File: config.mk
export PLATFORM = sky130hd
export DESIGN_NAME = zynq_shell_top
export DESIGN_NICKNAME = d
export VERILOG_FILES = /design/src/zynq_shell_pkg.sv /design/src/dram_req_if.sv /design/src/zynq_shell_top.sv /design/src/mem_profiler.sv /design/src/dram_addr_remap.sv /design/src/gp1_addr_translate.sv /design/src/host_csr_regs.sv
export VERILOG_INCLUDE_DIRS = /design/src /design/src/include
export SDC_FILE = /design/constraint.sdc
export NUM_CORES = 1
export LEC_CHECK = 0
export ABC_AREA = 1
export BUFFER_PORTS_ARGS = -buffer_cell sky130_fd_sc_hd__buf_2
export CAP_MARGIN = 20
export CORE_UTILIZATION = 40
export CTS_BUF_LIST = sky130_fd_sc_hd__clkbuf_8
export CTS_CLUSTER_DIAMETER = 50
export DETAILED_ROUTE_END_ITERATION = 8
export MAX_ROUTING_LAYER = met4
export PLACE_DENSITY_LB_ADDON = 0.08
export SLEW_MARGIN = 20
export SYNTH_ARGS = -nofsm -noshare
export SYNTH_HDL_FRONTEND = slang
export SYNTH_HIERARCHICAL = 1
export SYNTH_SLANG_ARGS = --single-unit
File: constraint.sdc
create_clock -name aclk -period 7 [get_ports aclk]
set_input_delay 1.05 -clock aclk [delete_from_list [all_inputs] [get_ports aclk]]
set_output_delay 1.05 -clock aclk [all_outputs]
set_load 0.05 [all_outputs]
File: src/include/zynq_shell_defines.svh
`ifndef ZYNQ_SHELL_DEFINES_SVH
`define ZYNQ_SHELL_DEFINES_SVH

// bus widths
`define ZS_ADDR_W        32
`define ZS_GP1_ADDR_W    30
`define ZS_DATA_W        32
`define ZS_CSR_IDX_W     3

// accelerator dram window and the usable part of it
`define ZS_DRAM_BASE     32'h8000_0000
`define ZS_MEM_LIMIT     32'h1000_0000

// accelerator host space lives below this address
`define ZS_HOST_SPLIT    32'h0020_0000

// profiler regions, index taken from addr[29 -: 7]
`define ZS_PROF_REGIONS  128
`define ZS_PROF_IDX_HI   29

// host register map
`define ZS_CSR_RESET     3'd0
`define ZS_CSR_DRAM_ALLOC 3'd1
`define ZS_CSR_DRAM_BASE 3'd2
`define ZS_CSR_RANGE_ERR 3'd3
`define ZS_CSR_PROF0     3'd4

`endif
File: src/zynq_shell_pkg.sv
`default_nettype none

`include "zynq_shell_defines.svh"

package zynq_shell_pkg;

   typedef logic [`ZS_ADDR_W-1:0]     zs_addr_t;
   typedef logic [`ZS_GP1_ADDR_W-1:0] zs_gp1_addr_t;
   typedef logic [`ZS_DATA_W-1:0]     zs_word_t;
   typedef logic [`ZS_CSR_IDX_W-1:0]  zs_csr_idx_t;

   // one profiler bit per region
   typedef logic [$clog2(`ZS_PROF_REGIONS)-1:0] zs_prof_idx_t;
   typedef logic [`ZS_PROF_REGIONS-1:0]         zs_prof_map_t;

   // same coding as the axi resp field
   typedef enum logic [1:0] {
      ZS_RESP_OKAY   = 2'b00,
      ZS_RESP_SLVERR = 2'b10
   } zs_resp_e;

   // occupancy of a single-entry pipeline stage
   typedef enum logic {
      ZS_STAGE_EMPTY = 1'b0,
      ZS_STAGE_FULL  = 1'b1
   } zs_stage_e;

endpackage

`default_nettype wire

File: src/dram_req_if.sv
`timescale 1ns/10ps
`default_nettype none

// accelerator dram request, address and direction only
interface dram_req_if;

   logic                     valid;
   logic                     ready;
   zynq_shell_pkg::zs_addr_t addr;
   logic                     we;

   // the remap stage consumes requests
   modport dst (
      input  valid,
      input  addr,
      input  we,
      output ready
   );

   // observers see the whole handshake
   modport mon (
      input valid,
      input ready,
      input addr,
      input we
   );

endinterface

`default_nettype wire

File: src/zynq_shell_top.sv
`timescale 1ns/10ps
`default_nettype none

module zynq_shell_top (
   input  wire logic                         aclk,
   input  wire logic                         rst_i,

   // host register port
   input  wire logic                         csr_req_valid_i,
   output logic                              csr_req_ready_o,
   input  wire logic                         csr_we_i,
   input  wire zynq_shell_pkg::zs_csr_idx_t  csr_idx_i,
   input  wire zynq_shell_pkg::zs_word_t     csr_wdata_i,
   output logic                              csr_rsp_valid_o,
   input  wire logic                         csr_rsp_ready_i,
   output zynq_shell_pkg::zs_word_t          csr_rdata_o,
   output zynq_shell_pkg::zs_resp_e          csr_resp_o,

   // processor gp1 window into the accelerator
   input  wire logic                         gp1_valid_i,
   output logic                              gp1_ready_o,
   input  wire zynq_shell_pkg::zs_gp1_addr_t gp1_addr_i,
   input  wire logic                         gp1_we_i,
   output logic                              bp_valid_o,
   input  wire logic                         bp_ready_i,
   output zynq_shell_pkg::zs_addr_t          bp_addr_o,
   output logic                              bp_we_o,
   output logic                              bp_host_sel_o,

   // accelerator dram requests out to processor dram
   input  wire logic                         acc_valid_i,
   output logic                              acc_ready_o,
   input  wire zynq_shell_pkg::zs_addr_t     acc_addr_i,
   input  wire logic                         acc_we_i,
   output logic                              ps_valid_o,
   input  wire logic                         ps_ready_i,
   output zynq_shell_pkg::zs_addr_t          ps_addr_o,
   output logic                              ps_we_o,

   output logic                              accel_rst_o
);

   logic [1:0]               range_err;
   logic [1:0]               prof_word_sel;
   zynq_shell_pkg::zs_word_t prof_word;
   zynq_shell_pkg::zs_addr_t dram_base;

   dram_req_if acc_req ();

   assign acc_req.valid = acc_valid_i;
   assign acc_req.addr  = acc_addr_i;
   assign acc_req.we    = acc_we_i;
   assign acc_ready_o   = acc_req.ready;

   // the allocated flag is only for host software to read back
   host_csr_regs u_csr (
      .aclk            (aclk),
      .rst_i           (rst_i),
      .csr_req_valid_i (csr_req_valid_i),
      .csr_req_ready_o (csr_req_ready_o),
      .csr_we_i        (csr_we_i),
      .csr_idx_i       (csr_idx_i),
      .csr_wdata_i     (csr_wdata_i),
      .csr_rsp_valid_o (csr_rsp_valid_o),
      .csr_rsp_ready_i (csr_rsp_ready_i),
      .csr_rdata_o     (csr_rdata_o),
      .csr_resp_o      (csr_resp_o),
      .range_err_i     (range_err),
      .prof_word_sel_o (prof_word_sel),
      .prof_word_i     (prof_word),
      .accel_rst_o     (accel_rst_o),
      .dram_alloc_o    (),
      .dram_base_o     (dram_base)
   );

   gp1_addr_translate u_gp1 (
      .aclk           (aclk),
      .rst_i          (rst_i),
      .in_valid_i     (gp1_valid_i),
      .in_ready_o     (gp1_ready_o),
      .in_addr_i      (gp1_addr_i),
      .in_we_i        (gp1_we_i),
      .out_valid_o    (bp_valid_o),
      .out_ready_i    (bp_ready_i),
      .out_addr_o     (bp_addr_o),
      .out_we_o       (bp_we_o),
      .out_host_sel_o (bp_host_sel_o)
   );

   dram_addr_remap u_remap (
      .aclk        (aclk),
      .rst_i       (rst_i),
      .req         (acc_req.dst),
      .dram_base_i (dram_base),
      .out_valid_o (ps_valid_o),
      .out_ready_i (ps_ready_i),
      .out_addr_o  (ps_addr_o),
      .out_we_o    (ps_we_o),
      .range_err_o (range_err)
   );

   mem_profiler u_prof (
      .aclk        (aclk),
      .accel_rst_i (accel_rst_o),
      .req         (acc_req.mon),
      .word_sel_i  (prof_word_sel),
      .word_o      (prof_word)
   );

endmodule

`default_nettype wire

File: src/mem_profiler.sv
`timescale 1ns/10ps
`default_nettype none

`include "zynq_shell_defines.svh"

module mem_profiler (
   input  wire logic                 aclk,
   input  wire logic                 accel_rst_i,
   dram_req_if.mon                   req,
   input  wire logic [1:0]           word_sel_i,
   output zynq_shell_pkg::zs_word_t  word_o
);

   zynq_shell_pkg::zs_prof_map_t map_q;
   zynq_shell_pkg::zs_prof_idx_t region;
   logic                         req_fire;

   assign req_fire = req.valid && req.ready;

   // each region covers 8 MiB of the accelerator address space
   assign region = req.addr[`ZS_PROF_IDX_HI -: $bits(zynq_shell_pkg::zs_prof_idx_t)];

   // cleared for as long as the accelerator sits in reset
   always_ff @(posedge aclk) begin
      if (accel_rst_i) begin
         map_q <= '0;
      end else if (req_fire) begin
         map_q[region] <= 1'b1;
      end
   end

   // word 0 holds regions 0 to 31
   assign word_o = map_q[word_sel_i * `ZS_DATA_W +: `ZS_DATA_W];

endmodule

`default_nettype wire

File: src/dram_addr_remap.sv
`timescale 1ns/10ps
`default_nettype none

`include "zynq_shell_defines.svh"

module dram_addr_remap (
   input  wire logic                     aclk,
   input  wire logic                     rst_i,
   dram_req_if.dst                       req,
   input  wire zynq_shell_pkg::zs_addr_t dram_base_i,
   output logic                          out_valid_o,
   input  wire logic                     out_ready_i,
   output zynq_shell_pkg::zs_addr_t      out_addr_o,
   output logic                          out_we_o,
   output logic [1:0]                    range_err_o
);

   zynq_shell_pkg::zs_stage_e stage_q;
   zynq_shell_pkg::zs_addr_t  offset;
   zynq_shell_pkg::zs_addr_t  rebased;
   logic [1:0]                err_q;
   logic                      in_fire;
   logic                      out_fire;
   logic                      too_high;

   // strip the accelerator dram base, then add the host-allocated base
   assign offset   = req.addr ^ `ZS_DRAM_BASE;
   assign rebased  = offset + dram_base_i;
   assign too_high = (offset >= `ZS_MEM_LIMIT);

   assign out_valid_o = (stage_q == zynq_shell_pkg::ZS_STAGE_FULL);
   assign out_fire    = out_valid_o && out_ready_i;
   assign req.ready   = (stage_q == zynq_shell_pkg::ZS_STAGE_EMPTY) || out_fire;
   assign in_fire     = req.valid && req.ready;

   always_ff @(posedge aclk) begin
      if (rst_i) begin
         stage_q <= zynq_shell_pkg::ZS_STAGE_EMPTY;
      end else if (in_fire) begin
         stage_q <= zynq_shell_pkg::ZS_STAGE_FULL;
      end else if (out_fire) begin
         stage_q <= zynq_shell_pkg::ZS_STAGE_EMPTY;
      end
   end

   always_ff @(posedge aclk) begin
      if (in_fire) begin
         out_addr_o <= rebased;
         out_we_o   <= req.we;
      end
   end

   // sticky flags, bit 0 for writes and bit 1 for reads
   always_ff @(posedge aclk) begin
      if (rst_i) begin
         err_q <= 2'b00;
      end else if (in_fire && too_high) begin
         if (req.we) begin
            err_q[0] <= 1'b1;
         end else begin
            err_q[1] <= 1'b1;
         end
      end
   end

   assign range_err_o = err_q;

   // every output transfer is backed by an item taken in or held over
   fill_a: assert property (@(posedge aclk) disable iff (rst_i)
      out_valid_o && out_ready_i |-> $past(in_fire || (out_valid_o && !out_ready_i)))
      else $error("dram_addr_remap: output transfer from an empty stage");

endmodule

`default_nettype wire

File: src/gp1_addr_translate.sv
`timescale 1ns/10ps
`default_nettype none

`include "zynq_shell_defines.svh"

module gp1_addr_translate (
   input  wire logic                         aclk,
   input  wire logic                         rst_i,
   input  wire logic                         in_valid_i,
   output logic                              in_ready_o,
   input  wire zynq_shell_pkg::zs_gp1_addr_t in_addr_i,
   input  wire logic                         in_we_i,
   output logic                              out_valid_o,
   input  wire logic                         out_ready_i,
   output zynq_shell_pkg::zs_addr_t          out_addr_o,
   output logic                              out_we_o,
   output logic                              out_host_sel_o
);

   zynq_shell_pkg::zs_stage_e stage_q;
   zynq_shell_pkg::zs_addr_t  xlat_addr;
   logic                      in_fire;
   logic                      out_fire;

   // upper half of the gp1 window maps to accelerator address zero,
   // lower half lands on the dram window at 0x8000_0000
   assign xlat_addr = {~in_addr_i[`ZS_GP1_ADDR_W-1], 3'b000, in_addr_i[27:0]};

   assign out_valid_o = (stage_q == zynq_shell_pkg::ZS_STAGE_FULL);
   assign out_fire    = out_valid_o && out_ready_i;
   assign in_ready_o  = (stage_q == zynq_shell_pkg::ZS_STAGE_EMPTY) || out_fire;
   assign in_fire     = in_valid_i && in_ready_o;

   always_ff @(posedge aclk) begin
      if (rst_i) begin
         stage_q <= zynq_shell_pkg::ZS_STAGE_EMPTY;
      end else if (in_fire) begin
         stage_q <= zynq_shell_pkg::ZS_STAGE_FULL;
      end else if (out_fire) begin
         stage_q <= zynq_shell_pkg::ZS_STAGE_EMPTY;
      end
   end

   always_ff @(posedge aclk) begin
      if (in_fire) begin
         out_addr_o     <= xlat_addr;
         out_we_o       <= in_we_i;
         out_host_sel_o <= (xlat_addr < `ZS_HOST_SPLIT);
      end
   end

   // stalled item must not change under the consumer
   hold_a: assert property (@(posedge aclk) disable iff (rst_i)
      out_valid_o && !out_ready_i |=> out_valid_o && $stable(out_addr_o)
         && $stable(out_we_o) && $stable(out_host_sel_o))
      else $error("gp1_addr_translate: payload changed while stalled");

endmodule

`default_nettype wire

File: src/host_csr_regs.sv
`timescale 1ns/10ps
`default_nettype none

`include "zynq_shell_defines.svh"

module host_csr_regs (
   input  wire logic                        aclk,
   input  wire logic                        rst_i,
   input  wire logic                        csr_req_valid_i,
   output logic                             csr_req_ready_o,
   input  wire logic                        csr_we_i,
   input  wire zynq_shell_pkg::zs_csr_idx_t csr_idx_i,
   input  wire zynq_shell_pkg::zs_word_t    csr_wdata_i,
   output logic                             csr_rsp_valid_o,
   input  wire logic                        csr_rsp_ready_i,
   output zynq_shell_pkg::zs_word_t         csr_rdata_o,
   output zynq_shell_pkg::zs_resp_e         csr_resp_o,
   input  wire logic [1:0]                  range_err_i,
   output logic [1:0]                       prof_word_sel_o,
   input  wire zynq_shell_pkg::zs_word_t    prof_word_i,
   output logic                             accel_rst_o,
   output logic                             dram_alloc_o,
   output zynq_shell_pkg::zs_addr_t         dram_base_o
);

   zynq_shell_pkg::zs_word_t    reset_q;
   zynq_shell_pkg::zs_word_t    alloc_q;
   zynq_shell_pkg::zs_addr_t    base_q;
   zynq_shell_pkg::zs_word_t    rd_word;
   zynq_shell_pkg::zs_csr_idx_t prof_off;
   logic                        rsp_valid_q;
   logic                        req_fire;

   // a new request may enter when the response slot frees up this cycle
   assign csr_req_ready_o = !rsp_valid_q || csr_rsp_ready_i;
   assign req_fire        = csr_req_valid_i && csr_req_ready_o;

   // profiler words sit at indices 4 to 7
   assign prof_off        = csr_idx_i - `ZS_CSR_PROF0;
   assign prof_word_sel_o = prof_off[1:0];

   always_comb begin
      case (csr_idx_i)
         `ZS_CSR_RESET:      rd_word = reset_q;
         `ZS_CSR_DRAM_ALLOC: rd_word = alloc_q;
         `ZS_CSR_DRAM_BASE:  rd_word = base_q;
         `ZS_CSR_RANGE_ERR:  rd_word = {{(`ZS_DATA_W-2){1'b0}}, range_err_i};
         default:            rd_word = prof_word_i;
      endcase
   end

   // writable registers, accelerator starts out held in reset
   always_ff @(posedge aclk) begin
      if (rst_i) begin
         reset_q <= 'd1;
         alloc_q <= '0;
         base_q  <= '0;
      end else if (req_fire && csr_we_i) begin
         case (csr_idx_i)
            `ZS_CSR_RESET:      reset_q <= csr_wdata_i;
            `ZS_CSR_DRAM_ALLOC: alloc_q <= csr_wdata_i;
            `ZS_CSR_DRAM_BASE:  base_q  <= csr_wdata_i;
            default:            ;
         endcase
      end
   end

   always_ff @(posedge aclk) begin
      if (rst_i) begin
         rsp_valid_q <= 1'b0;
      end else if (req_fire) begin
         rsp_valid_q <= 1'b1;
      end else if (csr_rsp_ready_i) begin
         rsp_valid_q <= 1'b0;
      end
   end

   // response payload, captured on acceptance
   always_ff @(posedge aclk) begin
      if (req_fire) begin
         csr_rdata_o <= csr_we_i ? '0 : rd_word;
         if (csr_we_i && (csr_idx_i > `ZS_CSR_DRAM_BASE)) begin
            csr_resp_o <= zynq_shell_pkg::ZS_RESP_SLVERR;
         end else begin
            csr_resp_o <= zynq_shell_pkg::ZS_RESP_OKAY;
         end
      end
   end

   assign csr_rsp_valid_o = rsp_valid_q;
   assign accel_rst_o     = rst_i || reset_q[0];
   assign dram_alloc_o    = alloc_q[0];
   assign dram_base_o     = base_q;

   // a pending response waits for the host
   rsp_hold_a: assert property (@(posedge aclk) disable iff (rst_i)
      csr_rsp_valid_o && !csr_rsp_ready_i |=> csr_rsp_valid_o)
      else $error("host_csr_regs: response dropped before it was taken");

endmodule

`default_nettype wire

* After elaboration in Yosys (flattened, before gate mapping)
Cells that the tools add are included.
W data, S select, Z words.
** Cells by class
- $add $sub $neg :: 2
- Magnitude comparators :: 5
- Eq/ne operators :: 3
- Shift operators :: 1
- Muxes and demuxes :: 10
- Bitwise logic cells :: 6
- Reductions and logical operators :: 23
** Operators with widths (count)
- $or A128 B128 Y128 :: 1
- $pmux W32 S4 :: 1
- $shiftx A128 B8 Y32 :: 1
- $add A32 B32 Y32 :: 1
- $ge A32 B29 Y1 const B :: 1
- $lt A32 B22 Y1 const B :: 1
- $reduce_and A2 Y1 :: 5
- $logic_and A1 B1 Y1 :: 9
- $lt A7 B8 Y1 const B :: 1
- $demux W1 S7 :: 1
- $ge A7 B1 Y1 const B :: 1
- $mux W1 :: 7
- $eq A3 B2 Y1 const B :: 2
- $reduce_bool A2 Y1 :: 3
- $not A1 Y1 :: 5
- $logic_or A1 B1 Y1 :: 4
- $eq A3 B1 Y1 const B :: 1
- $gt A3 B2 Y1 const B :: 1
- $logic_not A3 Y1 :: 1
- $mux W2 :: 1
- $sub A2 B1 Y2 const B :: 1
- $logic_not A1 Y1 :: 1
** Word-level totals
- Register bits :: 327
- Bits of input ports :: 108
- Output and inout bits :: 108
- Logic and storage cells :: 66

* Depth between registers and ports, before layout
- Depth in word-level cells :: 5
- Mapped depth :: 12
- Mapped depth without buffers :: 12

* Cells and area by module
Netlist, hierarchy kept.
** Modules (own cells, without submodules)
- host_csr_regs :: times used 1, cells each 876, area each 5974.5 um^2, sequential area each 2932.8 um^2
- mem_profiler :: times used 1, cells each 733, area each 5619.1 um^2, sequential area each 2562.5 um^2
- dram_addr_remap :: times used 1, cells each 544, area each 3435.8 um^2, sequential area each 1051.0 um^2
- gp1_addr_translate :: times used 1, cells each 49, area each 1036.0 um^2, sequential area each 950.9 um^2

* Worst setup path after synthesis
No wires, ideal clock.
- Kind :: input-to-reg
- From :: in bp_ready_i
- To :: reg u_gp1.out_addr_o[0], enable pin
- Setup time :: 0.429 ns
- Arrival time :: 2.630 ns
- Required time :: 6.571 ns
- Path slack :: 3.941 ns
- Stages on the path :: 2
- Path buffers :: 0
- Cells stage by stage :: inv_1 > a21oi_1
** On the way
- Cells in the longest elaborated chain, start to end :: 3
** Ends and longest elaborated chain
- start: declaration :: RTL line zynq_shell_top.sv:25 : input wire logic bp_ready_i,
- $logic_and A1 B1 Y1 :: RTL line gp1_addr_translate.sv:30 : assign out_fire = out_valid_o && out_ready_i;
- $logic_or A1 B1 Y1 :: RTL line gp1_addr_translate.sv:31 : assign in_ready_o = (stage_q == zynq_shell_pkg::ZS_STAGE_EMPTY) || out_fire;
- $logic_and A1 B1 Y1 :: RTL line gp1_addr_translate.sv:32 : assign in_fire = in_valid_i && in_ready_o;
- via u_gp1.in_fire :: RTL line gp1_addr_translate.sv:22 : logic in_fire;
- end signal: assignment :: RTL line gp1_addr_translate.sv:46 : out_addr_o <= xlat_addr;
- end: declaration :: RTL line gp1_addr_translate.sv:15 : output zynq_shell_pkg::zs_addr_t out_addr_o,
The timed path passes the listed nets, and every way through them passes these cells.
A chain may end at the register's enable or synchronous reset.

* Worst setup path after layout
- From :: in rst_i
- To :: out accel_rst_o
** On the way
- Cells in the longest elaborated chain, start to end :: 1
** Ends and longest elaborated chain
- start: declaration :: RTL line zynq_shell_top.sv:6 : input wire logic rst_i,
- $logic_or A1 B1 Y1 :: RTL line host_csr_regs.sv:91 : assign accel_rst_o = rst_i || reset_q[0];
- end: declaration :: RTL line zynq_shell_top.sv:40 : output logic accel_rst_o
Every way passes these cells.

==> results.cfg <==
[status]
status = finished, violations left
failing_checks = DRC

[routing]
drt_first_iter_violations = 949
drt_pass1_iterations = 7
ant_nets = 0
avgRoutedWirePerCell_um = 16.7
post-route-drc-count = 2
drt-vias-per-instance = 4.82
routed-via-count = 14300
routed_wl_um = 49600

[global_route]
grt_overflow_total = 0
antenna_found_initial = 1
grt_start_max_net_pins = 97
grtUsageTotal_pct = 24.9
grt_first_pass_wirelength_um = 75600
grt_pass1_vias = 13200

[power_and_ir_drop]
power.leakage_uw = 0.00818
cell_area_power_density_nw_per_um2 = 237
power.internal_uw = 3130
switching_share_pct = 28.8
clockPowerShare_pct = 41.3
share_seq_of_total_power_pct = 46.2
power.share.combinational_pct = 12.5
vdd_ir_drop_max_v = 0.000143
finalPower_uw = 4400
net-switching-power_uw = 1270

[die]
fp-row-count = 73
placeableCoreArea_um2 = 39600
initial_core_util_pct = 40.5
fp.dieH_um = 202
fp.dieW_um = 202
dieArea_um2 = 41000
num_io_pins = 216

[timing]
min_period_ns = 3.66
tightest_slew_ns = 1.04
grt_setup_unrepaired = false
post-route-period-util_pct = 52.3
timing_max_transition_violations_final = 0
fmaxAchievable_mhz = 273
setup_viol = 0
final_hold_viol_count = 0
minimum_setup_slack_in_the_final_design_ns = 3.34
slew-limit-headroom_pct = 30.5
final.setup_skew_ns = 0.0311
fin_tns_setup_ns = 0

[clocking]
cts.sink_count = 326
post-cts-setup-buffer-count = 0
htreeDepth = 2
clk_latency_ns = 0.68
cts_buffers = 59
ctsHoldBuffers = 0
clk_transition_reported_paths_ns = 0.06
cts_resized = 0
tritoncts = yes
clock-root-buffer = sky130_fd_sc_hd__clkbuf_8
clock_path_buffers = 3

[placed_design]
dpl.hpwl_um = 34500
dp_cells = 2851
number_of_port_buffers = 210
placement.setup.worst_slack_ns = 3.38
gp_routability_congestion = 0.918

[hold_path]
hold_class = reg2reg
timing.hold.worst_path_depth = 2

[yosys]
synth_top_area_cell = sky130_fd_sc_hd__dfxtp_1
syn-instance-count = 2202
synth-seq-cells = 326
postSynth.asyncResetShare_pct = 0
post_synth_main_area_contributors = sky130_fd_sc_hd__dfxtp_1 29%, sky130_fd_sc_hd__edfxtp_1 18%, sky130_fd_sc_hd__nand2_1 14%
post_synthesis_cell_area_um2 = 16100
synthFlopType = sky130_fd_sc_hd__dfxtp_1
most_frequent_cell_after_synthesis = sky130_fd_sc_hd__nand2_1
seq_area_frac_synth_pct = 46.7
synth_warnings = 6
synth.distinct_cells = 38
synth_area_per_cell_um2 = 7.30
ys_top_cells_by_count = 594 x sky130_fd_sc_hd__nand2_1, 407 x sky130_fd_sc_hd__nor2_1, 263 x sky130_fd_sc_hd__inv_1
synth-edff-count = 97
yosysTopAreaCellShare_pct = 28.5

[critical_path]
crit_path_max_incr_delay_ns = 0.81
crit_chain = buf_2 -> or2_4 -> buf_2
critPathCaptureType = output pin
critPathMostFrequentCell = sky130_fd_sc_hd__buf_2
rr_worst_depth = 12
crit_cells = 3
worstSetupStartpointType = primary input
cp_slowest_cell = sky130_fd_sc_hd__or2_4
critical_path.top_delay_family = simple AND/OR/NAND/NOR gates
critical_path_arrival_ns = 2.61
worst-path-buf-inv = 2
critical_path.max_fanout = 73
worstSetupPathType = in2out
crit_required_ns = 5.95

[final_layout]
nNetsFinal = 2527
drive_gt1_share_pct = 15.7
final_cell_count_no_fill = 2963
synthToLayoutAreaGrowth_pct = 15.5

[run]
cap_viol_max_count = 0
registers in the layout (all words and copies together) (netlist names), 2 cells and up:
name                 flops
u_gp1/out_addr_o        29
u_remap/range_err_o      2
u_csr/csr_rdata_o       32
u_prof/map_q           128
u_remap/out_addr_o      32
u_csr/alloc_q           32
u_csr/reset_q           32
u_csr/dram_base_o       32
worst register-to-register path, stage by stage, from the launching register on:
cell and delay [ns]:
sky130_fd_sc_hd__dfxtp_1 0.39, sky130_fd_sc_hd__ha_1 0.27, sky130_fd_sc_hd__fa_1 0.48, sky130_fd_sc_hd__nand3_1 0.13
sky130_fd_sc_hd__nand3_1 0.12, sky130_fd_sc_hd__nand2_1 0.10, sky130_fd_sc_hd__nand2_2 0.08, sky130_fd_sc_hd__nand2_1 0.08
sky130_fd_sc_hd__nand2_2 0.07, sky130_fd_sc_hd__nand2_1 0.09, sky130_fd_sc_hd__nand2_1 0.06, sky130_fd_sc_hd__nand2_1 0.06
sky130_fd_sc_hd__nand2_1 0.05
layer usage:
layer / track usage (%) / routed length, um / vias to the layer above
met2: 38.0 / 21800 / 463
li1: - / - / 7260
met5: - / 0 / -
met3: 3.51 / 3000 / 60
met4: 6.93 / 905 / 0
met1: 34.4 / 23900 / 6504
kinds of logic (layout without fill, tap and decap cells):
logic type	count (synthesis)	count (layout)	synth area share (%)
xor+xnor	16	16	0.872
compound gates	304	304	9.98
other cells	2	5	0.0467
fa+ha+maj	32	32	2.54
flops	326	326	46.7
simple gates	1149	1149	29.9
buf+inv	373	606	9.97
cell type report:
| cell class | instances | area [um2] |
|---|---|---|
| multi-input cells | 1505 | 7000 |
| clock buffers | 71 | 977 |
| clock inverters | 40 | 230 |
| fillers | 4137 | 21100 |
| well taps | 525 | 657 |
| repair buffers | 221 | 1150 |
| inverters | 274 | 1030 |
| diodes | 1 | 2.50 |
| flip-flops and latches | 326 | 7500 |
per-stage QoR:
step,area (um2),utilization [%],hold WS (ns)
finish,18600,46.8,0.444
global route,18600,46.8,0.459
CTS,18500,46.8,0.446
detailed placement,17300,43.7,0.437
global placement,17300,43.7,0.433
floorplan,16100,-,0.424
worst paths after layout:
path                             to                 start  slack [ns]
max                     accel_rst_o                 rst_i        3.34
min                u_prof/map_q[49]      u_prof/map_q[49]        0.44
max reg2reg  u_remap/out_addr_o[28]  u_csr/dram_base_o[0]        4.77
min reg2reg        u_prof/map_q[49]      u_prof/map_q[49]        0.44
power groups by stage:
stage	clock (uW)	sequential, uW	combinational (uW)
4_1_cts	1870	2030	551
5_1_grt	1960	2040	593
3_5_place_dp	0	2070	550
3_3_place_gp	0	2070	546
6_report	1810	2030	549
2_1_floorplan	0	2200	244
layout by cell type (no fill, tap or decap), drive strengths merged, types with 32 or more instances in the layout:
master / instances
a21oi: 155
buf: 221
clkbuf: 71
dfxtp: 229
edfxtp: 97
inv: 299
nand2: 613
nand3: 83
nor2: 436
o21ai: 113
o22ai: 32
No activity file was read; power rests on OpenSTA's default activity.
